**src/design/acc_params.svh**
```systemverilog
/* accumulator harness parameters
   address width, memory sizing, boot address and magic peripheral addresses */
`ifndef ACC_PARAMS_SVH
`define ACC_PARAMS_SVH

// byte address width shared by the core, the FIFOs and the memory
`define ACC_ADDR_W 16

// word RAM occupying bytes 0x0000 to 0x0FFF
`define ACC_RAM_WORDS 1024

// entries in each request FIFO between core and memory
`define ACC_FIFO_DEPTH 4

// program counter value after reset
`define ACC_BOOT_ADDR 16'h0000

// stores to these addresses drive the pass, fail and exit outputs
`define ACC_PASS_ADDR 16'h8000
`define ACC_FAIL_ADDR 16'h8004
`define ACC_EXIT_ADDR 16'h8008

`endif

```
**src/design/acc_pkg.sv**
```systemverilog
/* accumulator harness types
   opcode encoding and the request payloads carried on the memory ports */
`include "acc_params.svh"

package acc_pkg;

    // opcode field of an instruction word, bits 31 to 28
    // code 0 is left unassigned so that cleared memory decodes as a no-op
    typedef enum logic [3:0] {
        OP_LDI  = 4'h1,
        OP_ADDI = 4'h2,
        OP_LD   = 4'h3,
        OP_ADD  = 4'h4,
        OP_ST   = 4'h5,
        OP_BNZ  = 4'h6,
        OP_JMP  = 4'h7
    } acc_op_e;

    // instruction fetch request, a read of one word
    typedef struct packed {
        logic [`ACC_ADDR_W-1:0] addr;
    } ifetch_req_t;

    // data request, a load when we is low and a store when it is high
    typedef struct packed {
        logic [`ACC_ADDR_W-1:0] addr;
        logic                   we;
        logic [31:0]            wdata;
    } data_req_t;

endpackage

```
**src/design/mem_port_if.sv**
```systemverilog
/* memory port with req/gnt/rvalid handshake
   the request payload type is chosen per instance */
`timescale 1ns/100ps

interface mem_port_if #(
    parameter type req_t = logic
);

    logic        req;
    logic        gnt;
    req_t        payload;
    logic        rvalid;
    logic [31:0] rdata;

    // requester side, holds req and payload until gnt
    modport core (
        output req,
        output payload,
        input  gnt,
        input  rvalid,
        input  rdata
    );

    // responder side, returns read data one rvalid pulse per read
    modport mem (
        input  req,
        input  payload,
        output gnt,
        output rvalid,
        output rdata
    );

endinterface

```
**src/design/acc_core.sv**
```systemverilog
/* accumulator core
   fetches one instruction at a time, executes it and issues loads and posted stores */
`timescale 1ns/100ps
`include "acc_params.svh"

module acc_core import acc_pkg::*; (
    input  logic    clk_i,
    input  logic    arst_n_i,
    input  logic    fetch_enable_i,
    mem_port_if.core if_ins,
    mem_port_if.core if_dat
);

    localparam int AW = `ACC_ADDR_W;

    typedef enum logic [2:0] {
        FETCH,
        WAIT_INSTR,
        EXEC,
        DATA_REQ,
        WAIT_DATA
    } state_e;

    state_e      state_q;
    logic [AW-1:0] pc_q;
    logic [AW-1:0] pc_inc;
    logic [31:0] acc_q;
    logic [31:0] instr_q;
    acc_op_e     op;
    logic [AW-1:0] target;
    logic [31:0] imm_zext;
    logic [31:0] imm_sext;
    ifetch_req_t ins_req;
    data_req_t   dat_req;

    // decode fields of the latched instruction word
    assign op       = acc_op_e'(instr_q[31:28]);
    assign target   = instr_q[AW-1:0];
    assign imm_zext = {16'h0000, instr_q[15:0]};
    assign imm_sext = {{16{instr_q[15]}}, instr_q[15:0]};
    assign pc_inc   = pc_q + AW'(4);

    // the fetch request stays up in FETCH until the instruction FIFO accepts it
    assign ins_req.addr   = pc_q;
    assign if_ins.req     = (state_q == FETCH) && fetch_enable_i;
    assign if_ins.payload = ins_req;

    assign dat_req.addr   = target;
    assign dat_req.we     = (op == OP_ST);
    assign dat_req.wdata  = acc_q;
    assign if_dat.req     = (state_q == DATA_REQ);
    assign if_dat.payload = dat_req;

    always_ff @(posedge clk_i or negedge arst_n_i) begin
        if (!arst_n_i) begin
            state_q <= FETCH;
            pc_q    <= AW'(`ACC_BOOT_ADDR);
            acc_q   <= '0;
        end else begin
            case (state_q)
                FETCH: begin
                    if (if_ins.req && if_ins.gnt) begin
                        state_q <= WAIT_INSTR;
                    end
                end
                WAIT_INSTR: begin
                    if (if_ins.rvalid) begin
                        state_q <= EXEC;
                    end
                end
                EXEC: begin
                    case (op)
                        OP_LDI: begin
                            acc_q   <= imm_zext;
                            pc_q    <= pc_inc;
                            state_q <= FETCH;
                        end
                        OP_ADDI: begin
                            acc_q   <= acc_q + imm_sext;
                            pc_q    <= pc_inc;
                            state_q <= FETCH;
                        end
                        OP_LD, OP_ADD, OP_ST: begin
                            state_q <= DATA_REQ;
                        end
                        OP_BNZ: begin
                            pc_q    <= (acc_q != '0) ? target : pc_inc;
                            state_q <= FETCH;
                        end
                        OP_JMP: begin
                            pc_q    <= target;
                            state_q <= FETCH;
                        end
                        default: begin
                            // unassigned opcodes fall through as no-ops
                            pc_q    <= pc_inc;
                            state_q <= FETCH;
                        end
                    endcase
                end
                DATA_REQ: begin
                    // a store is finished once granted, a load waits for its data
                    if (if_dat.gnt) begin
                        if (op == OP_ST) begin
                            pc_q    <= pc_inc;
                            state_q <= FETCH;
                        end else begin
                            state_q <= WAIT_DATA;
                        end
                    end
                end
                WAIT_DATA: begin
                    if (if_dat.rvalid) begin
                        acc_q   <= (op == OP_ADD) ? acc_q + if_dat.rdata : if_dat.rdata;
                        pc_q    <= pc_inc;
                        state_q <= FETCH;
                    end
                end
                default: begin
                    state_q <= FETCH;
                end
            endcase
        end
    end

    // instruction register, loaded when the fetched word returns
    always_ff @(posedge clk_i) begin
        if (state_q == WAIT_INSTR && if_ins.rvalid) begin
            instr_q <= if_ins.rdata;
        end
    end

endmodule

```
**src/flat_wrapper.sv**
```systemverilog
// flat-port wrapper written by rule: the top's interface ports become plain ports
module acc_core_flat import acc_pkg::*;
  (clk_i, arst_n_i, fetch_enable_i, if_ins_req, if_ins_payload, if_ins_gnt, if_ins_rvalid, if_ins_rdata, if_dat_req, if_dat_payload, if_dat_gnt, if_dat_rvalid, if_dat_rdata);
  mem_port_if if_ins_i ();
  mem_port_if if_dat_i ();
  input  logic clk_i;
  input  logic arst_n_i;
  input  logic fetch_enable_i;
  output wire logic [$bits(if_ins_i.req)-1:0] if_ins_req;
  output wire logic [$bits(if_ins_i.payload)-1:0] if_ins_payload;
  input wire logic [$bits(if_ins_i.gnt)-1:0] if_ins_gnt;
  input wire logic [$bits(if_ins_i.rvalid)-1:0] if_ins_rvalid;
  input wire logic [$bits(if_ins_i.rdata)-1:0] if_ins_rdata;
  output wire logic [$bits(if_dat_i.req)-1:0] if_dat_req;
  output wire logic [$bits(if_dat_i.payload)-1:0] if_dat_payload;
  input wire logic [$bits(if_dat_i.gnt)-1:0] if_dat_gnt;
  input wire logic [$bits(if_dat_i.rvalid)-1:0] if_dat_rvalid;
  input wire logic [$bits(if_dat_i.rdata)-1:0] if_dat_rdata;
  assign if_ins_req = if_ins_i.req;
  assign if_ins_payload = if_ins_i.payload;
  assign if_ins_i.gnt = if_ins_gnt;
  assign if_ins_i.rvalid = if_ins_rvalid;
  assign if_ins_i.rdata = if_ins_rdata;
  assign if_dat_req = if_dat_i.req;
  assign if_dat_payload = if_dat_i.payload;
  assign if_dat_i.gnt = if_dat_gnt;
  assign if_dat_i.rvalid = if_dat_rvalid;
  assign if_dat_i.rdata = if_dat_rdata;
  acc_core u_core (.clk_i(clk_i), .arst_n_i(arst_n_i), .fetch_enable_i(fetch_enable_i), .if_ins(if_ins_i), .if_dat(if_dat_i));
endmodule
```
**config.mk**
```make
export PLATFORM = sky130hd
export DESIGN_NAME = acc_core_flat
export DESIGN_NICKNAME = d
export VERILOG_FILES = /design/src/design/acc_pkg.sv /design/src/design/mem_port_if.sv /design/src/design/acc_core.sv /design/src/flat_wrapper.sv
export VERILOG_INCLUDE_DIRS = /design/src /design/src/design
export SDC_FILE = /design/constraint.sdc
export NUM_CORES = 1
export LEC_CHECK = 0
export ABC_CLOCK_PERIOD_IN_PS = 4000
export BUFFER_PORTS_ARGS = -buffer_cell sky130_fd_sc_hd__clkbuf_2
export CAP_MARGIN = 20
export CORE_MARGIN = 1.5
export CORE_UTILIZATION = 50
export CTS_BUF_LIST = sky130_fd_sc_hd__clkbuf_2
export DETAILED_ROUTE_END_ITERATION = 8
export GPL_TIMING_DRIVEN = 0
export PLACE_DENSITY_LB_ADDON = 0.12
export SLEW_MARGIN = 20
export SYNTH_ARGS = -nofsm -noshare
export SYNTH_HDL_FRONTEND = slang
export SYNTH_SLANG_ARGS = --single-unit
export TNS_END_PERCENT = 20
```
**constraint.sdc**
```tcl
create_clock -name clk_i -period 4 [get_ports clk_i]
set_input_delay 0.4 -clock clk_i [delete_from_list [all_inputs] [get_ports clk_i]]
set_output_delay 0.4 -clock clk_i [all_outputs]
set_load 0.02 [all_outputs]
```
### Word level (Yosys, flattened, before mapping)

Cells that the tools add are included.

* register bits: 83
* input port bits: 71

* muxes and demuxes: 17
* add/subtract/negate cells: 3
* reduce and logical (&&, ||, !) cells: 11
* equal/unequal tests: 18

Operators by type and width (count)
* case mux 32 bit (2 select lines): 2
* case mux 16 bit (3 select lines): 2
* adder 32 bit: 2
* two-way mux 16 bit: 4
* two-way mux 32 bit: 2
* nonzero test 32 bit: 1
* adder 16 x 3 -> 16 bit, second input constant: 1
* == test 4 x 3 -> 1 bit, second input constant: 4
* two-way mux 3 bit: 5
* case mux 3 bit (5 select lines): 1
* == test 4 x 2 -> 1 bit, second input constant: 2
* inequality test 2 bit, second input constant: 4
* == test 3 x 2 -> 1 bit, second input constant: 2
* AND reduction 5 bit: 1
* == test 4 x 1 -> 1 bit, second input constant: 1
* inequality test 2 x 1 -> 1 bit, second input constant: 2
* AND reduction 4 bit: 1
* == test 3 x 1 -> 1 bit, second input constant: 1
* == test 3 bit, second input constant: 1
* logical AND 1 bit: 3
* zero test 3 bit: 1
* inequality test 3 bit, second input constant: 1
* AND reduction 3 bit: 1
* nonzero test 3 bit: 1
* other kinds (3): 3

### Depth between registers and ports, before layout

Gate-level depths: netlist of run 1.

* depth in word-level cells: 5
* mapped depth: 12
* depth with buffers taken out: 12

### Least setup slack after synthesis of run 1

Ideal clock, no wire load.

* path type: register -> register
* start point: register u_core.acc_q[0]
* end point: register u_core.acc_q[30]
* setup slack: 0.967 ns
* cell stages (with the launch flop): 13
* clock period less this slack: 3.033 ns
* arrival: 2.951 ns
* path buffers: 0
* cell sequence: dfrtp_1 > ha_1 > fa_1 > a211oi_2 > o211ai_1 > a41oi_2 > o21ai_2 > a211oi_1 > o21ai_1 > a221oi_2 > xnor2_1 > nand2_1 > a31oi_1

* word-level cells in the longest chain between the ends: 4

RTL lines
* start: declaration: line acc_core.sv:27 `logic [31:0] acc_q;`
* start signal: assignment: line acc_core.sv:74 `acc_q <= imm_zext;`
* start signal: assignment: line acc_core.sv:79 `acc_q <= acc_q + imm_sext;`
* start signal: assignment: line acc_core.sv:114 `acc_q <= (op == OP_ADD) ? acc_q + if_dat.rdata : if_dat.rdata;`
* adder 32 bit: line acc_core.sv:114
* two-way mux 32 bit: line acc_core.sv:114
* two-way mux 32 bit: line acc_core.sv:113 `if (if_dat.rvalid) begin`
* case mux 32 bit (2 select lines) *: line acc_core.sv:60 `case (state_q)`

Mark *: on every way between the ends. The rest lies on a longest branch, timed or not. The select of a mux whose other input is x is not followed.
A chain may end at the register's enable or synchronous reset.

### Worst setup path after layout of run 1

Same ends and word-level chain as after synthesis.

==> results of run 1 <==
[cell usage in the layout, fill, tap and decap left out, types with 7 or more instances in the layout]
cell type,count
xor2_1,20
a21o_1,37
xnor2_1,25
inv_1,12
and3_1,8
nand2b_1,7
a21oi_1,83
dfrtp_1,36
edfxtp_1,20
dlygate4sd3_1,21
clkbuf_2,66
ha_1,62
nor2_1,69
a31oi_1,12
a221oi_1,9
nor3_1,18
o211ai_1,12
o21ai_0,56
a211oi_1,15
clkbuf_1,24
o21a_1,9
nor4_1,10
nand2_1,90
nand3_1,15
[power by group through the flow]
stage | clock [mW] | combinational (mW) | sequential, mW
floorplan | 0 | 2.80 | 0.991
global placement | 0 | 3.47 | 1.10
detailed placement | 0 | 3.57 | 1.11
CTS | 0.281 | 3.62 | 1.09
global route | 0.302 | 4.04 | 1.12
finish | 0.279 | 3.65 | 1.10
[cell type report]
class,count,area share [%]
inverters,12,0.6488
flip-flops and latches,56,21.63
multi-input cells,671,65.18
plain buffers,26,1.442
well taps,147,2.649
repair buffers,85,7.713
clock buffers,5,0.3604
clock inverters,3,0.3784
[final timing paths]
path | endpoint | slack, ns | cells past startpoint
worst max-delay path | u_core.acc_q[30]$_DFFE_PN0P_ | 0.31 | 12
min in group asynchronous | u_core.state_q[0]$_DFFE_PN0P_ | 0.43 | 2
max in group asynchronous | u_core.acc_q[31]$_DFFE_PN0P_ | 2.94 | 2
worst min register to register | u_core.ins_req[0]$_DFFE_PN0P_ | 0.57 | 1
worst min-delay path | u_core.state_q[2]$_DFFE_PN0P_ | 0.005 | 2
worst max register to register | u_core.acc_q[30]$_DFFE_PN0P_ | 0.31 | 12
[layer usage]
metal | vias up | GRT usage, % | wire length [um]
li1 | 3081 | - | -
met1 | 3047 | 39.61 | 8604
met2 | 199 | 56.55 | 10060
met3 | 50 | 3.135 | 758
met4 | 0 | 16.42 | 914
met5 | - | 0 | 0
[stage by stage]
step                      util, %  hold slack, ns  std cells  setup slack [ns]
after floorplan                 -          0.1044        765            0.9673
after global placement      55.42          0.4947        974            0.4200
after detailed placement    55.63          0.5113        976            0.4021
after CTS                   57.80        0.004009       1005            0.2818
after global routing        57.80        0.001228       1005           0.01478
final                       57.80        0.005295       1005            0.3057
[state kept, by name (all words and copies together) (netlist names)]
| name | cells |
|---|---|
| u_core.instr_q | 20 |
| u_core.acc_q | 32 |
| u_core.state_q | 3 |
| u_core.ins_req | 1 |
[kinds of logic after synthesis]
group	synth area share, %
adder cells (fa/ha/maj)	13.24
XOR/XNOR	6.396
AND/OR/NAND/NOR	19.68
multiplexers	1.706
AO/OA/AOI/OAI	32.26
flip-flops	24.37
buffers and inverters	2.355
[what timing repair did]
item	4_1_cts	5_1_grt
hold endpoints to repair	42	0
hold buffers	21	0
setup endpoints to repair	0	0
setup buffers	0	0
==> results.sh, run 1 <==
export IMPL_yosys_area_top_type="dfrtp_1"
export IMPL_cts_inserted_buffers=5
export IMPL_cpMaxStageDelayCell="dfrtp_1"
export IMPL_die_w_um=114.0
export IMPL_grt_max_degree=37
export IMPL_maxSlewHeadroom_pct=35.89
export IMPL_cts_tree="done"
export IMPL_p_comb_share_pct=72.6
export IMPL_clk_latency_ns=0.58
export IMPL_yosys_warnings=0
export IMPL_power_leakage_nw=3.070
export IMPL_syn_nets=900
export IMPL_seqPwrFrac_pct=21.9
export IMPL_p_sw_mw=2.673
export IMPL_first_pass_iters=7
export IMPL_cp_start_kind="flop"
export IMPL_hpwl_um=16010
export IMPL_io_buffers=62
export IMPL_yosysSeqAreaShare_pct=24.37
export IMPL_layout_drive_gt1_share_pct=12.70
export IMPL_clk_pin_slew_worst_paths_ns=0.36
export IMPL_worstPathCellList="ha_1 > fa_1 > a211oi_2 > o211ai_1 > a41oi_2 > o21ai_2 > a211oi_1 > o21ai_1 > a221oi_2 > xnor2_1 > nand2_1 > a31oi_1"
export IMPL_cts_num_sinks=56
export IMPL_ir_drop_mv=0.4318
export IMPL_regArea_um2=1501
export IMPL_setup_worst_path_start="u_core.acc_q[0]$_DFFE_PN0P_"
export IMPL_num_antenna_cells=0
export IMPL_antenna_left=0
export IMPL_min_delay_start="if_dat_rvalid"
export IMPL_setup_viol=0
export IMPL_cp_end_kind="flop"
export IMPL_wire_per_inst_um=20.24
export IMPL_final_setup_tns_ns=0
export IMPL_fin_crit_sh_pct=92.36
export IMPL_antenna_found_initial=0
export IMPL_critical_path_top_delay_family="compound AO/OA/AOI/OAI gates"
export IMPL_clock_root_buffer="clkbuf_2"
export IMPL_area_growth_pct=12.67
export IMPL_p_per_area_nw_per_um2=724.2
export IMPL_p_sw_share_pct=53.17
export IMPL_syn_area_um2=6162
export IMPL_viasPerCell=6.345
export IMPL_timing_critical_path_slowest_cell_delay_ns=0.51
export IMPL_synth_cell_type_count=69
export IMPL_grt_ovfl_total=0
export IMPL_power_mw=5.028
export IMPL_synth_most_common_cell="nand2_1"
export IMPL_dieArea_um2=13000
export IMPL_clk_path_buf_depth=2
export IMPL_cp_required_ns=4.50
export IMPL_synth_edf_count=20
export IMPL_tightest_slew_ns=0.9617
export IMPL_synth_area_leaders="dfrtp_1, ha_1, edfxtp_1"
export IMPL_status="complete, no violations"
export IMPL_num_fill_cells=1165
export IMPL_htreeDepth=2
export IMPL_final_area_um2=6943
export IMPL_synth_flop_cell="dfrtp_1"
export IMPL_internal_power_mw=2.355
export IMPL_timing_final_max_slew_violations=0
export IMPL_period_needed_ns=3.694
export IMPL_drt_initial_drc_count=441
export IMPL_coreArea_um2=12010
export IMPL_die_y_um=114.0
export IMPL_start_util_pct=51.30
export IMPL_rsz0062_at_grt="false"
export IMPL_clkPwrFrac_pct=5.5
export IMPL_hold_path_class="primary input to flop"
export IMPL_worstPathArrival_ns=4.19
export IMPL_crit_type="flop to flop"
export IMPL_drc_errors=0
export IMPL_wirelength_um=20340
export IMPL_cts_resized=0
export IMPL_row_count=40
export IMPL_netlist_instances=765
export IMPL_ys_ff_latch=56
export IMPL_yosys_top_cells_count="nand2_1, a21oi_1, nor2_1, ha_1, o21ai_0"
export IMPL_grt_pass1_wl_um=32200
export IMPL_asyncSetResetFlopFracSynth_pct=64.29
export IMPL_num_vias=6377
export IMPL_fmax_mhz=270.7
export IMPL_multi_input_area_um2=4526
export IMPL_finalNetCount=992
export IMPL_finClkSkew_ns=0.03774
export IMPL_rr_startpoint="u_core.acc_q[0]$_DFFE_PN0P_"
export IMPL_hold_viol_final=0
export IMPL_avgSynthCellArea_um2=8.055
export IMPL_grt_pass1_vias=6221
export IMPL_drv_cap=0
export IMPL_dpl_cell_area_um2=6681
export IMPL_path_max_fanout=5
export IMPL_ios=75
export IMPL_grtUsageTotal_pct=32.32
export IMPL_synth_top_area_share_pct=14.62
export IMPL_critPathBufInv=0
export IMPL_place_congestion=0.9419
(Power assumes the default switching activity.)
==> run 2: changes to the inputs <==
--- a/config.mk
+++ b/config.mk
@@ -15,6 +15,7 @@
 export DETAILED_ROUTE_END_ITERATION = 8
 export GPL_TIMING_DRIVEN = 0
 export PLACE_DENSITY_LB_ADDON = 0.12
+export RECOVER_POWER = 100
 export SLEW_MARGIN = 20
 export SYNTH_ARGS = -nofsm -noshare
 export SYNTH_HDL_FRONTEND = slang
==> results.sh, run 2 (synthesis gave the netlist of run 1 again) <==
export IMPL_layout_drive_gt1_share_pct=10.84
export IMPL_wire_per_inst_um=20.34
export IMPL_grt_pass1_vias=6221
export IMPL_internal_power_mw=2.320
export IMPL_final_cell_mix="nand2_1, a21oi_1, nor2_1"
export IMPL_hpwl_um=16010
export IMPL_io_buffers=62
export IMPL_finClkSkew_ns=0.04016
export IMPL_rsz0062_at_grt="false"
export IMPL_grt_ovfl_total=0
export IMPL_final_area_um2=6872
export IMPL_num_antenna_cells=0
export IMPL_area_growth_pct=11.51
export IMPL_dpl_cell_area_um2=6681
export IMPL_power_leakage_nw=3.028
export IMPL_final_common_cell="nand2_1"
export IMPL_status="complete, but fails checks"
export IMPL_fin_crit_sh_pct=92.39
export IMPL_hold_ws_ns=0.001409
export IMPL_grtUsageTotal_pct=32.32
export IMPL_regMostFlops="u_core.acc_q"
export IMPL_fmax_mhz=270.6
export IMPL_row_count=40
export IMPL_die_y_um=114.0
export IMPL_viasPerCell=6.368
export IMPL_place_congestion=0.9419
export IMPL_wirelength_um=20440
export IMPL_timing_final_max_slew_violations=37
export IMPL_period_needed_ns=3.696
export IMPL_grt_max_degree=37
export IMPL_cts_tree="done"
export IMPL_hold_viol_final=0
export IMPL_p_comb_share_pct=72.1
export IMPL_coreArea_um2=12010
export IMPL_post_cts_setup_buffer_count=0
export IMPL_grt_pass1_wl_um=32200
export IMPL_clk_latency_ns=0.58
export IMPL_clock_root_buffer="clkbuf_2"
export IMPL_drc_errors=0
export IMPL_final_setup_tns_ns=0
export IMPL_drv_cap=1
export IMPL_p_sw_mw=2.642
export IMPL_start_util_pct=51.30
export IMPL_ios=75
export IMPL_cp_end_kind="flop"
export IMPL_seqPwrFrac_pct=22.2
export IMPL_worstPathArrival_ns=4.20
export IMPL_cp_start_kind="flop"
export IMPL_tightest_slew_ns=2.267
export IMPL_finalNetCount=992
export IMPL_largest_reg_flops=32
export IMPL_setup_viol=0
export IMPL_cts_num_sinks=56
export IMPL_dieArea_um2=13000
export IMPL_violations="max-capacitance violations, max-slew violations"
export IMPL_antenna_found_initial=0
export IMPL_clk_path_buf_depth=2
export IMPL_first_pass_iters=8
export IMPL_clkPwrFrac_pct=5.6
export IMPL_path_max_fanout=5
export IMPL_drt_initial_drc_count=393
export IMPL_ir_drop_mv=0.4235
export IMPL_largestRegisters="u_core.acc_q: 32 flops, u_core.instr_q: 20 flops, u_core.state_q: 3 flops"
export IMPL_die_w_um=114.0
export IMPL_setup_slack_ns=0.3043
export IMPL_p_per_area_nw_per_um2=722.1
export IMPL_htreeDepth=2
export IMPL_crit_type="flop to flop"
export IMPL_cts_inserted_buffers=5
export IMPL_p_sw_share_pct=53.24
export IMPL_cp_required_ns=4.50
export IMPL_antenna_left=0
export IMPL_pre_cts_ws_ns=0.4021
export IMPL_clk_pin_slew_worst_paths_ns=0.37
export IMPL_maxSlewHeadroom_pct=-51.11
export IMPL_hold_path_class="primary input to flop"
export IMPL_num_vias=6400
[run 2: changes by cell type in the layout (fill, tap and decap cells not counted), moves of 2 or more]
| cell | delta |
|---|---|
| clkbuf_1 | +7 |
| clkbuf_2 | -4 |
| a41oi_1 | +2 |
| a41oi_2 | -2 |
| and2_0 | +2 |
| and2_1 | -2 |
| buf_4 | -2 |
| o21ai_0 | +2 |
[run 2: power by group through the flow]
stage,combinational (mW),sequential (mW),clock (mW)
floorplan,2.80,0.991,0
global placement,3.47,1.10,0
detailed placement,3.57,1.11,0
CTS,3.62,1.09,0.281
global route,3.97,1.12,0.302
finish,3.58,1.10,0.280
[run 2: final timing paths]
kind                       depth (start not counted)  slack (ns)                       endpoint                     startpoint
max in group asynchronous                          2        1.75   u_core.acc_q[31]$_DFFE_PN0P_                       arst_n_i
setup / recovery                                  12        0.30   u_core.acc_q[30]$_DFFE_PN0P_    u_core.acc_q[0]$_DFFE_PN0P_
min in group asynchronous                          2        0.96  u_core.state_q[0]$_DFFE_PN0P_                       arst_n_i
hold reg to reg                                    1        0.57  u_core.ins_req[0]$_DFFE_PN0P_  u_core.ins_req[0]$_DFFE_PN0P_
hold / removal                                     2       0.001  u_core.state_q[2]$_DFFE_PN0P_                  if_dat_rvalid
setup reg to reg                                  12        0.30   u_core.acc_q[30]$_DFFE_PN0P_    u_core.acc_q[0]$_DFFE_PN0P_
[run 2: area by class of cell]
class / instances / area [um^2]
multi-input combinational: 671 / 4468
clock inverter: 3 / 26.28
inverter: 12 / 45.04
buffer: 26 / 100.1
sequential: 56 / 1501
tap: 147 / 183.9
clock buffer: 5 / 25.02
fill: 1178 / 5140
timing repair buffer: 85 / 521.8
[run 2: layer usage]
| metal | track usage [%] | vias to the layer above | wire length, um | part of all wire, % |
|---|---|---|---|---|
| met5 | 0 | - | 0 | 0 |
| met4 | 16.42 | 0 | 966 | 4.7 |
| met3 | 3.135 | 56 | 795 | 3.9 |
| met2 | 56.55 | 210 | 10000 | 49 |
| met1 | 39.61 | 3052 | 8675 | 42 |
| li1 | - | 3082 | - | - |
[run 2: timing repair]
action                    in CTS  in global routing
gates resized for setup        0                  0
hold buffers                  21                  0
hold endpoints to repair      42                  0
[run 2: through the flow]
stage,power (mW),util [%],instances
2_1_floorplan,3.792,-,765
3_3_place_gp,4.576,55.42,974
3_5_place_dp,4.681,55.63,976
4_1_cts,4.989,57.80,1005
5_1_grt,5.387,57.21,1005
6_report,4.962,57.21,1005
[run 2: critical path, cell delays in order (launching register included)]
cell      delay (ns)
dfrtp_1         0.51
ha_1            0.28
fa_1            0.45
a211oi_2        0.38
o211ai_1        0.21
a41oi_2         0.36
o21ai_2         0.18
a211oi_1        0.31
o21ai_1         0.22
a221oi_2        0.28
xnor2_1         0.18
nand2_1         0.08
a31oi_1         0.19
