===== src/design/acc_params.svh =====
/* accumulator harness parameters
   address width, memory sizing, boot address and magic peripheral addresses */
`ifndef ACC_PARAMS_SVH
`define ACC_PARAMS_SVH

// byte address width shared by the core, the FIFOs and the memory
`define ACC_ADDR_W 16

// word RAM occupying bytes 0x0000 to 0x0FFF
`define ACC_RAM_WORDS 1024

// entries in each request FIFO between core and memory
`define ACC_FIFO_DEPTH 4

// program counter value after reset
`define ACC_BOOT_ADDR 16'h0000

// stores to these addresses drive the pass, fail and exit outputs
`define ACC_PASS_ADDR 16'h8000
`define ACC_FAIL_ADDR 16'h8004
`define ACC_EXIT_ADDR 16'h8008

`endif


===== src/design/mem_port_if.sv =====
/* memory port with req/gnt/rvalid handshake
   the request payload type is chosen per instance */
`timescale 1ns/100ps

interface mem_port_if #(
    parameter type req_t = logic
);

    logic        req;
    logic        gnt;
    req_t        payload;
    logic        rvalid;
    logic [31:0] rdata;

    // requester side, holds req and payload until gnt
    modport core (
        output req,
        output payload,
        input  gnt,
        input  rvalid,
        input  rdata
    );

    // responder side, returns read data one rvalid pulse per read
    modport mem (
        input  req,
        input  payload,
        output gnt,
        output rvalid,
        output rdata
    );

endinterface


===== src/design/req_fifo.sv =====
/* request FIFO between a requester and a memory port
   buffers payloads in order and returns read responses straight upstream */
`timescale 1ns/100ps
`include "acc_params.svh"

module req_fifo #(
    parameter type req_t = logic,
    parameter int  DEPTH = `ACC_FIFO_DEPTH
) (
    input  logic    clk_i,
    input  logic    arst_n_i,
    mem_port_if.mem  up,
    mem_port_if.core dn
);

    localparam int PTR_W = (DEPTH > 1) ? $clog2(DEPTH) : 1;
    localparam int CNT_W = $clog2(DEPTH + 1);

    req_t             mem_q [DEPTH];
    logic [PTR_W-1:0] wr_ptr_q;
    logic [PTR_W-1:0] rd_ptr_q;
    logic [CNT_W-1:0] count_q;
    logic             full;
    logic             empty;
    logic             push;
    logic             pop;

    assign full  = (count_q == CNT_W'(DEPTH));
    assign empty = (count_q == '0);

    // upstream is granted whenever there is room, downstream sees the head
    assign up.gnt     = !full;
    assign push       = up.req && !full;
    assign dn.req     = !empty;
    assign dn.payload = mem_q[rd_ptr_q];
    assign pop        = dn.req && dn.gnt;

    // responses come back in request order so they need no buffering here
    assign up.rvalid = dn.rvalid;
    assign up.rdata  = dn.rdata;

    always_ff @(posedge clk_i or negedge arst_n_i) begin
        if (!arst_n_i) begin
            wr_ptr_q <= '0;
            rd_ptr_q <= '0;
            count_q  <= '0;
        end else begin
            if (push) begin
                wr_ptr_q <= (wr_ptr_q == PTR_W'(DEPTH - 1)) ? '0 : wr_ptr_q + 1'b1;
            end
            if (pop) begin
                rd_ptr_q <= (rd_ptr_q == PTR_W'(DEPTH - 1)) ? '0 : rd_ptr_q + 1'b1;
            end
            if (push && !pop) begin
                count_q <= count_q + 1'b1;
            end else if (pop && !push) begin
                count_q <= count_q - 1'b1;
            end
        end
    end

    always_ff @(posedge clk_i) begin
        if (push) begin
            mem_q[wr_ptr_q] <= up.payload;
        end
    end

endmodule


===== src/flat_wrapper.sv =====
// flat-port wrapper written by rule: the top's interface ports become plain ports
module req_fifo_flat 
#(
    parameter type req_t = logic,
    parameter int  DEPTH = `ACC_FIFO_DEPTH
)
  (clk_i, arst_n_i, up_req, up_payload, up_gnt, up_rvalid, up_rdata, dn_req, dn_payload, dn_gnt, dn_rvalid, dn_rdata);
  mem_port_if #(.req_t(req_t)) up_i ();
  mem_port_if #(.req_t(req_t)) dn_i ();
  input  logic clk_i;
  input  logic arst_n_i;
  input wire logic [$bits(up_i.req)-1:0] up_req;
  input wire logic [$bits(up_i.payload)-1:0] up_payload;
  output wire logic [$bits(up_i.gnt)-1:0] up_gnt;
  output wire logic [$bits(up_i.rvalid)-1:0] up_rvalid;
  output wire logic [$bits(up_i.rdata)-1:0] up_rdata;
  output wire logic [$bits(dn_i.req)-1:0] dn_req;
  output wire logic [$bits(dn_i.payload)-1:0] dn_payload;
  input wire logic [$bits(dn_i.gnt)-1:0] dn_gnt;
  input wire logic [$bits(dn_i.rvalid)-1:0] dn_rvalid;
  input wire logic [$bits(dn_i.rdata)-1:0] dn_rdata;
  assign up_i.req = up_req;
  assign up_i.payload = up_payload;
  assign up_gnt = up_i.gnt;
  assign up_rvalid = up_i.rvalid;
  assign up_rdata = up_i.rdata;
  assign dn_req = dn_i.req;
  assign dn_payload = dn_i.payload;
  assign dn_i.gnt = dn_gnt;
  assign dn_i.rvalid = dn_rvalid;
  assign dn_i.rdata = dn_rdata;
  req_fifo #(.req_t(req_t), .DEPTH(DEPTH)) u_core (.clk_i(clk_i), .arst_n_i(arst_n_i), .up(up_i), .dn(dn_i));
endmodule

===== config.mk =====
export PLATFORM = sky130hd
export DESIGN_NAME = req_fifo_flat
export DESIGN_NICKNAME = d
export VERILOG_FILES = /design/src/design/mem_port_if.sv /design/src/design/req_fifo.sv /design/src/flat_wrapper.sv
export VERILOG_INCLUDE_DIRS = /design/src /design/src/design
export SDC_FILE = /design/constraint.sdc
export NUM_CORES = 1
export LEC_CHECK = 0
export ABC_AREA = 1
export BUFFER_PORTS_ARGS = -buffer_cell sky130_fd_sc_hd__buf_2
export CORE_UTILIZATION = 38
export CTS_CLUSTER_SIZE = 30
export DETAILED_ROUTE_END_ITERATION = 10
export GPL_TIMING_DRIVEN = 1
export PLACE_DENSITY = 0.79
export SETUP_SLACK_MARGIN = 0.2
export SKIP_LAST_GASP = 1
export SYNTH_ARGS = -nofsm -noshare
export SYNTH_HDL_FRONTEND = slang
export SYNTH_SLANG_ARGS = --single-unit
export TNS_END_PERCENT = 5

===== constraint.sdc =====
create_clock -name clk_i -period 2.21 [get_ports clk_i]
set_input_delay 0.3315 -clock clk_i [delete_from_list [all_inputs] [get_ports clk_i]]
set_output_delay 0.3315 -clock clk_i [all_outputs]
set_load 0.01 [all_outputs]

Word level (Yosys, flattened, before mapping). Memories as Yosys holds them, arrays and structs flattened. Index checks and enable logic that the tools add are counted.

Add/subtract/negate cells: 4. Eq/ne operators: 3. Multiplexer cells: 6. Reduce and logical (&&, ||, !) cells: 10.

Operators with widths (number): 3-bit 2-to-1 mux (2); 2-bit by 1-bit adder with 2-bit output (second input constant) (2); 2-bit == test (second input constant) (2); 1-bit logical AND (4); 1-bit logical NOT (4); 2-bit 2-to-1 mux (2); 3-bit by 1-bit adder with 3-bit output (second input constant) (1); 3-bit == test (second input constant) (1); 3-bit logical NOT (1); 3-bit by 1-bit subtractor with 3-bit output (second input constant) (1); 1-bit 2-to-1 mux (2); 2-bit nonzero test (1).

Flip-flop bits (word level): 7. Memory bits (writable): 4. Output and inout bits: 36. Logic and storage cells: 27. Memories kept: 1.

Memory list: u_core.mem_q (words 4, width 1, rd ports 1, clocked after memory_dff 0, wr ports 1, RTL line req_fifo.sv:19) `req_t mem_q [DEPTH];`.

Longest topological paths before layout. Gate-level depths: netlist of run 1.

Depth after elaboration: 7. Gate-level depth with buffers: 12. Depth with buffers taken out: 12.

Worst setup path after synthesis of run 1. OpenSTA, ideal clock, no wires.

Path kind: register to register. From: register u_core.count_q[0]. To: register u_core.count_q[1]. Library setup time: 0.127 ns. Data arrival time: 1.527 ns. Data required time: 2.083 ns. Setup slack: 0.556 ns. Cell stages (with the launch flop): 10. Clock period less this slack: 1.654 ns. Path through: dfrtp_1 > inv_2 > nand3_4 > nand2_4 > inv_1 > ha_1 > inv_1 > fa_1 > nand2_1 > o21ai_0.

Word-level cells in the longest chain between the ends: 6. Elaborated cells on any way between the ends: 15. Those cells by class: 2 x add/sub; 1 x eq/ne; 2 x mux; 10 x reduce/logical.

Ends and longest elaborated chain: start, declared (RTL line req_fifo.sv:22) `logic [CNT_W-1:0] count_q;`; start signal, assigned (RTL line req_fifo.sv:55) `count_q <= count_q + 1'b1;`; start signal, assigned (RTL line req_fifo.sv:57) `count_q <= count_q - 1'b1;`; 3-bit == test * (RTL line req_fifo.sv:28) `assign full = (count_q == CNT_W'(DEPTH));`; 1-bit logical NOT *; named net up_gnt (RTL line flat_wrapper.sv:14) `output wire logic [$bits(up_i.gnt)-1:0] up_gnt;`; 1-bit logical AND * (RTL line req_fifo.sv:33) `assign push = up.req && !full;`; named net u_core.push (RTL line req_fifo.sv:25) `logic push;`; 1-bit logical NOT (RTL line req_fifo.sv:56) `end else if (pop && !push) begin`; 1-bit logical AND (RTL line req_fifo.sv:56); 2-bit nonzero test (no source line).

The timed path passes the listed nets; every way through them passes the cells marked *. The select of a mux whose other input is x is not followed. A chain may end at the register's enable or synchronous reset.

Final worst setup path of run 1.
From: register u_core.count_q[0]. To: register u_core.count_q[1].

Word-level cells in the longest chain between the ends: 6. Elaborated cells on any way between the ends: 15. Those cells by class: 2 x add/sub; 1 x eq/ne; 2 x mux; 10 x reduce/logical.

Ends and longest elaborated chain (RTL line): 3-bit == test * (req_fifo.sv:28); 1-bit logical NOT * (req_fifo.sv:33); 1-bit logical AND * (req_fifo.sv:33); named net u_core.push (req_fifo.sv:25); 1-bit logical NOT (req_fifo.sv:56); 1-bit logical AND (req_fifo.sv:56); 2-bit nonzero test (no source line).

Marked as above.

==> results of run 1 <==
## synth_stat cells
| cell type | number |
|---|---|
| nand2_4 | 2 |
| dfrtp_1 | 7 |
| edfxtp_1 | 4 |
| nand3_1 | 5 |
| o21ai_0 | 1 |
| inv_1 | 12 |
| nand3_4 | 2 |
| nand2_1 | 16 |
| a21oi_1 | 1 |
| or2_1 | 1 |
| nor2_1 | 6 |
| buf_4 | 33 |
| xnor2_1 | 1 |
| inv_2 | 3 |
| o211ai_1 | 1 |
| ha_1 | 6 |
| nand4_1 | 1 |
| fa_1 | 1 |
## metrics by stage
step	instance area [um2]	setup slack, ps	hold slack [ps]
floorplan	898	556	35.9
global placement	721	527	172
detailed placement	721	475	176
CTS	757	451	273
global route	757	395	269
finish	757	471	283
## sequential cells by signal (all words and copies together) (netlist names)
register	count
u_core.mem_q	4
u_core.wr_ptr_q	2
u_core.count_q	3
u_core.rd_ptr_q	2
## cell type report
| cell class | count | share of cell area (%) |
|---|---|---|
| clock buffer | 4 | 3.47 |
| timing repair buffer | 8 | 5.95 |
| inverter | 15 | 7.44 |
| sequential | 11 | 39.0 |
| tap | 28 | 4.63 |
| multi-input combinational | 44 | 39.5 |
## kinds of logic (layout without fill, tap and decap cells)
group | Yosys count | after routing | synth area share (%)
AND/OR/NAND/NOR | 33 | 33 | 19.8
adder cells (fa/ha/maj) | 7 | 7 | 10.6
flip-flops | 11 | 11 | 32.9
XOR/XNOR | 1 | 1 | 0.975
AO/OA/AOI/OAI | 3 | 3 | 1.95
buffers and inverters | 48 | 27 | 33.8
## how the worst min path moves through the flow
stage	startpoint	to	slack, ps
after floorplan	arst_n_i	u_core.count_q[0]	40
after global placement	arst_n_i	u_core.rd_ptr_q[0]	170
after detailed placement	arst_n_i	u_core.count_q[1]	180
after CTS	up_payload	u_core.mem_q[3]	270
after global routing	up_payload	u_core.mem_q[3]	270
final	up_payload	u_core.mem_q[3]	280
## worst max-delay path, cell delays in order, from the launching register on
cell and delay, ps:
dfrtp_1 430, inv_2 120, nand3_4 90, nand2_4 100, inv_1 50, ha_1 180
inv_1 90, fa_1 410, nand2_1 70, o21ai_0 70
## power breakdown
group	switching [mW]	leakage, nW	total (mW)	internal [mW]
sequential	0.0862	0.122	0.381	0.295
combinational	0.275	0.241	0.465	0.190
clock	0.0604	0.0150	0.130	0.0696
total	0.421	0.377	0.976	0.555
## metal layers
| metal | share of wire [%] | up-vias | routed length, um | track usage (%) |
|---|---|---|---|---|
| li1 | - | 243 | - | - |
| met1 | 42 | 212 | 520 | 10.6 |
| met2 | 42 | 22 | 527 | 16.0 |
| met3 | 13 | 14 | 161 | 6.06 |
| met4 | 3.2 | 0 | 40 | 6.48 |
| met5 | 0 | - | 0 | 0 |
==> flow_summary.yaml, run 1 <==
run_status:
  status: "finished, final reports clean"
detailed_routing:
  via_count: 491
  drt-pass1-iter-count: 4
  wl_per_cell_um: 11.4
  drtIter0Drc: 8
  drt_wl_total_mm: 1.25
  drc_errors: 0
  viasPerCell: 4.46
  ant_nets: 0
final_layout:
  nNetsFinal: 128
  area_growth_pct: -15.7
  final_common_cell: "nand2_1"
  nFillCells: 238
  final_cell_mix: "nand2_1, inv_1, buf_2, dfrtp_1"
  register_area_um2: 295
  antenna_cells: 0
  multi_input_area_um2: 299
  utilization_pct: 34.2
  drive_gt1_share_pct: 20.7
  stdcell_count: 110
floorplanning:
  io_pins: 74
  die_h_um: 50.6
  die_x_um: 50.6
  start_util_pct: 40.6
  core_region_area_mm2: 0.00221
  rows: 17
  dieArea_mm2: 0.00256
yosys:
  synth_top_area_share_pct: 27.6
  ys_seq_elements: 11
  syn-instance-count: 103
  synth_area_um2: 898
  syn-mean-instance-area_um2: 8.72
  ys_seq_area_share_pct: 32.9
  yosysWarnings: 0
  synth.area.top_cells: "buf_4, dfrtp_1, edfxtp_1"
  synth.distinct_cells: 18
  synth_nets: 148
  synth_largest_area_cell: "buf_4"
clock_network:
  cts_tree: "done"
  clock-sinks: 11
  cts_buffer_depth: 2
  numCtsBuffers: 3
  postCtsSetupBuffers: 0
  cts_htree_levels: 1
  cts_root_buffer: "clkbuf_4"
  postCtsHoldBufs: 1
  clk_latency_ps: 260
  clk_pin_slew_ps: 70
  cts_resized: 0
setup_path:
  rr_startpoint: "u_core.count_q[0]"
  cp_data_arrival_time_ps: 1880
  critical_path.max_fanout: 7
  cp-start-kind: "flop"
  r2r_cells: 9
  crit_type: "reg2reg"
  r2r-end: "u_core.count_q[1]"
  cp-end-kind: "flop"
  worst_ep_required_time_ps: 2350
  r2r_setup_slack_ps: 470
  crit_end: "u_core.count_q[1]"
  cp-startpoint: "u_core.count_q[0]"
place:
  port_buffers: 7
  gp_congestion: 0.731
  dp.cells: 105
  post-dp-hpwl_mm: 1.05
sta:
  rsz0062_at_grt: "false"
  min_period_ps: 1740
  setup-tns-final_ps: 0
  slew_violations: 0
  post-route-period-util_pct: 78.7
  worstMarginPinSlew_ps: 210
  finClkSkew_ps: 8.83
  slew_headroom_pct: 86.0
  setup_viol: 0
  hold_viol_final: 0
  fmax_mhz: 575
pwr:
  power_leakage_nw: 0.377
  power-per-cell-area_mw_per_mm2: 1290
  p_total_mw: 0.976
  ir_drop_v: 0.000635
job:
  drv_cap: 0
worst_hold_path:
  whs_path_depth: 1
  hp-class: "in2reg"
global_route:
  track_usage_pct: 10.4
  grt_pass1_wl_mm: 1.99
  grt_max_degree: 8
  antenna_found_initial: 0
  grt_pass1_vias: 477
  grt.overflow.total: 0
(Power assumes the default switching activity.)
==> inputs of run 2 (changes only) <==
--- a/config.mk
+++ b/config.mk
@@ -6,9 +6,9 @@
 export SDC_FILE = /design/constraint.sdc
 export NUM_CORES = 1
 export LEC_CHECK = 0
-export ABC_AREA = 1
+export ABC_AREA = 0
 export BUFFER_PORTS_ARGS = -buffer_cell sky130_fd_sc_hd__buf_2
-export CORE_UTILIZATION = 38
+export CORE_UTILIZATION = 37
 export CTS_CLUSTER_SIZE = 30
 export DETAILED_ROUTE_END_ITERATION = 10
 export GPL_TIMING_DRIVEN = 1
==> constraint.sdc (replaced) <==
create_clock -name clk_i -period 1.7 [get_ports clk_i]
set_input_delay 0.255 -clock clk_i [delete_from_list [all_inputs] [get_ports clk_i]]
set_output_delay 0.255 -clock clk_i [all_outputs]
set_load 0.01 [all_outputs]
==> run 2 against run 1 <==
Net effect:
- the run now ends with negative setup slack left
- clock power is 36% higher
- combinational power up 50%
- sequential share of layout area fell by 1.1 points
- register-to-register slack got worse by 660 ps
- design area is 3.0% higher
- synthesized area down 6.5%
- final cell count shrank 18%
- sequential power is 24% higher
- power increased by 38%
- largest cell class unchanged
==> flow_summary.yaml, run 2 <==
detailed_routing:
  drtIter0Drc: 3
  drt_wl_total_mm: 1.11
  via_count: 405
  viasPerCell: 4.50
  drt-pass1-iter-count: 2
  ant_nets: 0
  wl_per_cell_um: 12.3
  drc_errors: 0
pwr:
  ir_drop_v: 0.000741
  power_leakage_nw: 0.352
  power-per-cell-area_mw_per_mm2: 1730
sta:
  holdWs_ps: 208
  min_period_ps: 1890
  fmax_mhz: 530
  finClkSkew_ps: 6.10
  slew_violations: 0
  hold_viol_final: 0
  setup-tns-final_ps: -364
  slew_headroom_pct: 84.9
  worstMarginPinSlew_ps: 225
  setup_viol: 2
  rsz0062_at_grt: "true"
  timing.final.ws_setup_ps: -186
  post-route-period-util_pct: 111
final_layout:
  post-route-cell-area_um2: 779
  largest-register: "u_core.mem_q"
  area_growth_pct: -7.15
  final_cell_mix: "buf_4, buf_2, dfrtp_1"
  largest_reg_flops: 4
  utilization_pct: 38.2
  nNetsFinal: 109
  drive_gt1_share_pct: 47.6
  final_common_cell: "buf_4"
  antenna_cells: 0
  reg_top3: "u_core.mem_q x4, u_core.count_q x3"
global_route:
  grt.overflow.total: 0
  grt_max_degree: 8
  antenna_found_initial: 0
  grt_pass1_vias: 472
  track_usage_pct: 10.3
  grt_pass1_wl_mm: 1.92
yosys:
  synth_nets: 120
  synth_largest_area_cell: "buf_4"
  synth_area_um2: 840
  synth.distinct_cells: 17
  synth_edf_count: 4
  yosys.area_share.simple_pct: 7.90
  syn-mean-instance-area_um2: 11.2
  synth-compound-area-share_pct: 1.34
  ys_seq_area_share_pct: 35.2
  syn-instance-count: 75
  synthFlopType: "dfrtp_1"
  synthAdderAreaFrac_pct: 11.3
  synth_xor_area_share_pct: 3.13
  yosysWarnings: 0
  synth_common_cells: "buf_4, dfrtp_1, ha_1"
  ys_seq_elements: 11
  muxShareOfSynthArea_pct: 10.3
  synth_most_common_cell: "buf_4"
  synthArstFlopShare_pct: 63.6
  synth_top_area_share_pct: 29.5
  synth.area.top_cells: "buf_4, dfrtp_1, edfxtp_1"
  synth_top_family_by_area: "buffers and inverters"
job:
  drv_cap: 0
clock_network:
  cts_tree: "done"
  numCtsBuffers: 3
  clk_latency_ps: 270
  cts_root_buffer: "clkbuf_4"
  cts_buffer_depth: 2
  cts_htree_levels: 1
  clock-sinks: 11
  clk_pin_slew_ps: 70
setup_path:
  critPathMaxStageDelay_ps: 400
  worst_ep_required_time_ps: 1890
  path_cells: "or3_4 -> nand2_4 -> ha_4 -> inv_1 -> fa_2 -> xor2_1 -> nor2_1 -> xor2_1"
  crit_type: "reg2reg"
  cp-end-kind: "flop"
  cp_data_arrival_time_ps: 2080
  critical_path.max_fanout: 3
  crit_slowest_cell: "dfrtp_1"
  cp_common_cell: "xor2_1"
  cp-start-kind: "flop"
place:
  gp_congestion: 0.742
  port_buffers: 7
  post-dp-hpwl_um: 852
  dpl-instance-area_um2: 728
worst_hold_path:
  hp-class: "in2reg"
floorplanning:
  rows: 16
  die_h_um: 49.6
  core_region_area_mm2: 0.00204
  dieArea_mm2: 0.00246
  io_pins: 74
  die_x_um: 49.6
  start_util_pct: 41.1
run_status:
  status: "complete, but fails checks"
  violations: "negative setup slack"
-- run 2: worst max-delay path: cells and delay by family (launching register included) --
family                     cells  cell delay [ps]
xor gates and xnor gates       2              300
adders and majority gates      2              460
DFF                            1              400
and+or+nand+nor                3              600
buffers and inverters          1               50
-- run 2: stage by stage --
stage / setup WS [ps] / total power [mW] / instances
2_1_floorplan: -193 / 0.986 / 75
3_3_place_gp: -163 / 1.10 / 83
3_5_place_dp: -250 / 1.14 / 83
4_1_cts: -193 / 1.37 / 90
5_1_grt: -298 / 1.48 / 90
6_report: -186 / 1.35 / 90
-- run 2: cell families after synthesis --
kind of cell,after synthesis
muxes,6
AOI/OAI and AO/OA,1
adders and majority gates,7
buffers and inverters,36
DFF,11
xor gates and xnor gates,3
and+or+nand+nor,11
-- run 2: cell type report --
| cell class | count | area [um2] |
|---|---|---|
| multi-input combinational | 28 | 300 |
| timing repair buffer | 17 | 113 |
| fill | 204 | 1260 |
| clock buffer | 4 | 26.3 |
| tap | 27 | 33.8 |
| inverter | 3 | 11.3 |
| sequential | 11 | 295 |
-- run 2: report_power, final --
part	switching, mW	internal (mW)
registers	0.0837	0.389
logic	0.280	0.416
clock network	0.0859	0.0908
total	0.449	0.896
-- run 2: worst paths after layout --
kind	startpoint	end	slack (ps)	cells after the start
worst min register to register	u_core.wr_ptr_q[1]	u_core.wr_ptr_q[1]	570	1
worst max register to register	u_core.count_q[0]	u_core.count_q[2]	-190	8
min in group asynchronous	arst_n_i	u_core.wr_ptr_q[0]	340	2
worst min-delay path	up_payload	u_core.mem_q[0]	210	1
worst max-delay path	u_core.count_q[0]	u_core.count_q[2]	-190	8
max in group asynchronous	arst_n_i	u_core.wr_ptr_q[1]	1200	2
-- run 2: metal layers --
layer	global-route usage, %	routed length, um	share of wire (%)	vias to the layer above
li1	-	-	-	183
met2	15.3	513	46	19
met4	14.3	76	6.9	0
met1	10.0	416	38	179
met5	0	0	0	-
met3	2.78	99	9.0	24
-- run 2: timing repair --
| item | CTS | global route |
|---|---|---|
| buffers inserted | 2 | 0 |
| pin swaps | 2 | 0 |
| endpoints found under the setup margin | 4 | 5 |
| hold endpoints to repair | 7 | 0 |
| hold buffers | 1 | 0 |
| resized for setup | 0 | 0 |
==> inputs of run 3 (changes only) <==
--- a/config.mk
+++ b/config.mk
@@ -14,6 +14,7 @@
 export GPL_TIMING_DRIVEN = 1
 export PLACE_DENSITY = 0.79
 export SETUP_SLACK_MARGIN = 0.2
+export SKIP_CTS_REPAIR_TIMING = 1
 export SKIP_LAST_GASP = 1
 export SYNTH_ARGS = -nofsm -noshare
 export SYNTH_HDL_FRONTEND = slang
==> run 3 against run 2 <==
Net effect:
- the flow still finishes with violations (negative setup slack)
- core utilization unchanged
- clock-buffer cell count unchanged
- sequential power increased by 1%
- clock skew about the same
- combinational power decreased by 2%
- sequential share of layout area unchanged
- first-iteration DRC count decreased by 33%
- critical endpoint unchanged
- largest cell class unchanged
- largest power group unchanged
==> flow_summary.yaml, run 3 (synthesized netlist as in run 2, its figures left out) <==
detailed_routing:
  via_count: 404
  drc_errors: 0
  viasPerCell: 4.49
  drt-pass1-iter-count: 2
  drtIter0Drc: 2
  wl_per_cell_um: 12.1
  drt_wl_total_mm: 1.09
  ant_nets: 0
final_layout:
  utilization_pct: 38.2
  post-route-cell-area_um2: 779
  antenna_cells: 0
  area_growth_pct: -7.15
  nFillCells: 203
  final_common_cell: "buf_4"
  largest_reg_flops: 4
  final_cell_mix: "buf_4, buf_2, dfrtp_1"
  register_area_um2: 295
  nNetsFinal: 109
  largest-register: "u_core.mem_q"
  drive_gt1_share_pct: 47.6
  multi_input_area_um2: 300
  reg_top3: "u_core.mem_q x4, u_core.count_q x3"
worst_hold_path:
  whs_endpoint: "u_core.mem_q[0]"
  hp-class: "in2reg"
  min-delay-start: "up_payload"
  whs_path_depth: 1
setup_path:
  cp-startpoint: "u_core.count_q[0]"
  rr_startpoint: "u_core.count_q[0]"
  cp_data_arrival_time_ps: 2100
  r2r-end: "u_core.count_q[2]"
  path_buf_inv: 1
  critPathMaxStageDelay_ps: 410
  path_cells: "or3_4 -> nand2_4 -> ha_4 -> inv_1 -> fa_2 -> xor2_1 -> nor2_1 -> xor2_1"
  cp-end-kind: "flop"
  critical_path.max_fanout: 4
  worst_ep_required_time_ps: 1890
  r2r_setup_slack_ps: -200
  crit_type: "reg2reg"
  cp-start-kind: "flop"
  crit_slowest_cell: "dfrtp_1"
  critical-path-top-delay-family: "simple AND/OR/NAND/NOR gates"
  r2r_cells: 8
  cp_common_cell: "xor2_1"
sta:
  timing.final.ws_setup_ps: -203
  hold_viol_final: 0
  finClkSkew_ps: 5.66
  min_period_ps: 1900
  rsz0062_at_grt: "true"
  setup-tns-final_ps: -345
  setup_viol: 2
  slew_violations: 0
  post-route-period-util_pct: 112
  fmax_mhz: 526
  slew_headroom_pct: 84.9
  worstMarginPinSlew_ps: 225
place:
  post-dp-hpwl_um: 852
  port_buffers: 7
  gp_congestion: 0.742
  pre_cts_slack_ps: -250
  dpl-instance-area_um2: 728
pwr:
  clock_power_share_pct: 13.2
  intPower_mw: 0.891
  ir_drop_v: 0.000736
  p_sw_share_pct: 33.3
  power-per-cell-area_mw_per_mm2: 1710
  p_total_mw: 1.34
  seqPwrFrac_pct: 36.0
  power_switching_mw: 0.446
  pwr-share-comb_pct: 50.9
  power_leakage_nw: 0.352
floorplanning:
  rows: 16
  core_region_area_mm2: 0.00204
  dieArea_mm2: 0.00246
  die_h_um: 49.6
  die_x_um: 49.6
  io_pins: 74
  start_util_pct: 41.1
clock_network:
  clk_pin_slew_ps: 70
  numCtsBuffers: 3
  clk_latency_ps: 270
  cts_htree_levels: 1
  cts_tree: "done"
  cts_buffer_depth: 2
  cts_root_buffer: "clkbuf_4"
  clock-sinks: 11
global_route:
  antenna_found_initial: 0
  grt.overflow.total: 0
  grt_max_degree: 8
  track_usage_pct: 10.1
  grt_pass1_wl_mm: 1.86
  grt_pass1_vias: 445
job:
  drv_cap: 0
run_status:
  violations: "negative setup slack"
  status: "complete, but fails checks"
run 3: cell counts in the layout (fill, tap and decap cells not counted):
No cell type changed its count.
run 3: worst reg2reg max path, cell delays in order, from the launching register on:
cell and delay (ps):
dfrtp_1 410, or3_4 400, nand2_4 80, ha_4 130, inv_1 50, fa_2 330, xor2_1 140, nor2_1 130
xor2_1 160
run 3: power by group through the flow:
stage / Clock [mW] / Combinational (mW) / Sequential (mW)
global placement: 0 / 0.615 / 0.484
CTS: 0.190 / 0.656 / 0.487
global route: 0.200 / 0.773 / 0.497
detailed placement: 0 / 0.649 / 0.493
finish: 0.176 / 0.680 / 0.480
floorplan: 0 / 0.503 / 0.484
run 3: layout make-up:
class / instances / share of cell area (%)
Tap cell: 27 / 4.33
Inverter: 3 / 1.44
Clock buffer: 4 / 3.37
Sequential cell: 11 / 37.9
Multi-Input combinational cell: 28 / 38.5
Timing Repair Buffer: 17 / 14.4
run 3: how the worst max path moves through the flow:
stage | slack [ps] | endpoint | cells past startpoint
global route | -310 | u_core.count_q[2] | 8
floorplan | -190 | u_core.count_q[2] | 8
detailed placement | -250 | u_core.count_q[2] | 8
global placement | -160 | u_core.count_q[2] | 8
CTS | -260 | u_core.count_q[2] | 8
finish | -200 | u_core.count_q[2] | 8
run 3: per-layer routing:
metal	GRT usage, %	vias up	routed length, um
met5	0	-	0
met4	14.3	0	76
met3	2.78	24	99
met2	14.4	19	508
met1	10.0	178	405
li1	-	183	-
run 3: metrics by stage:
step | cells | hold slack (ps)
2_1_floorplan | 75 | -40.6
3_3_place_gp | 83 | 92.2
3_5_place_dp | 83 | 96.5
4_1_cts | 87 | -205
5_1_grt | 90 | 201
6_report | 90 | 208
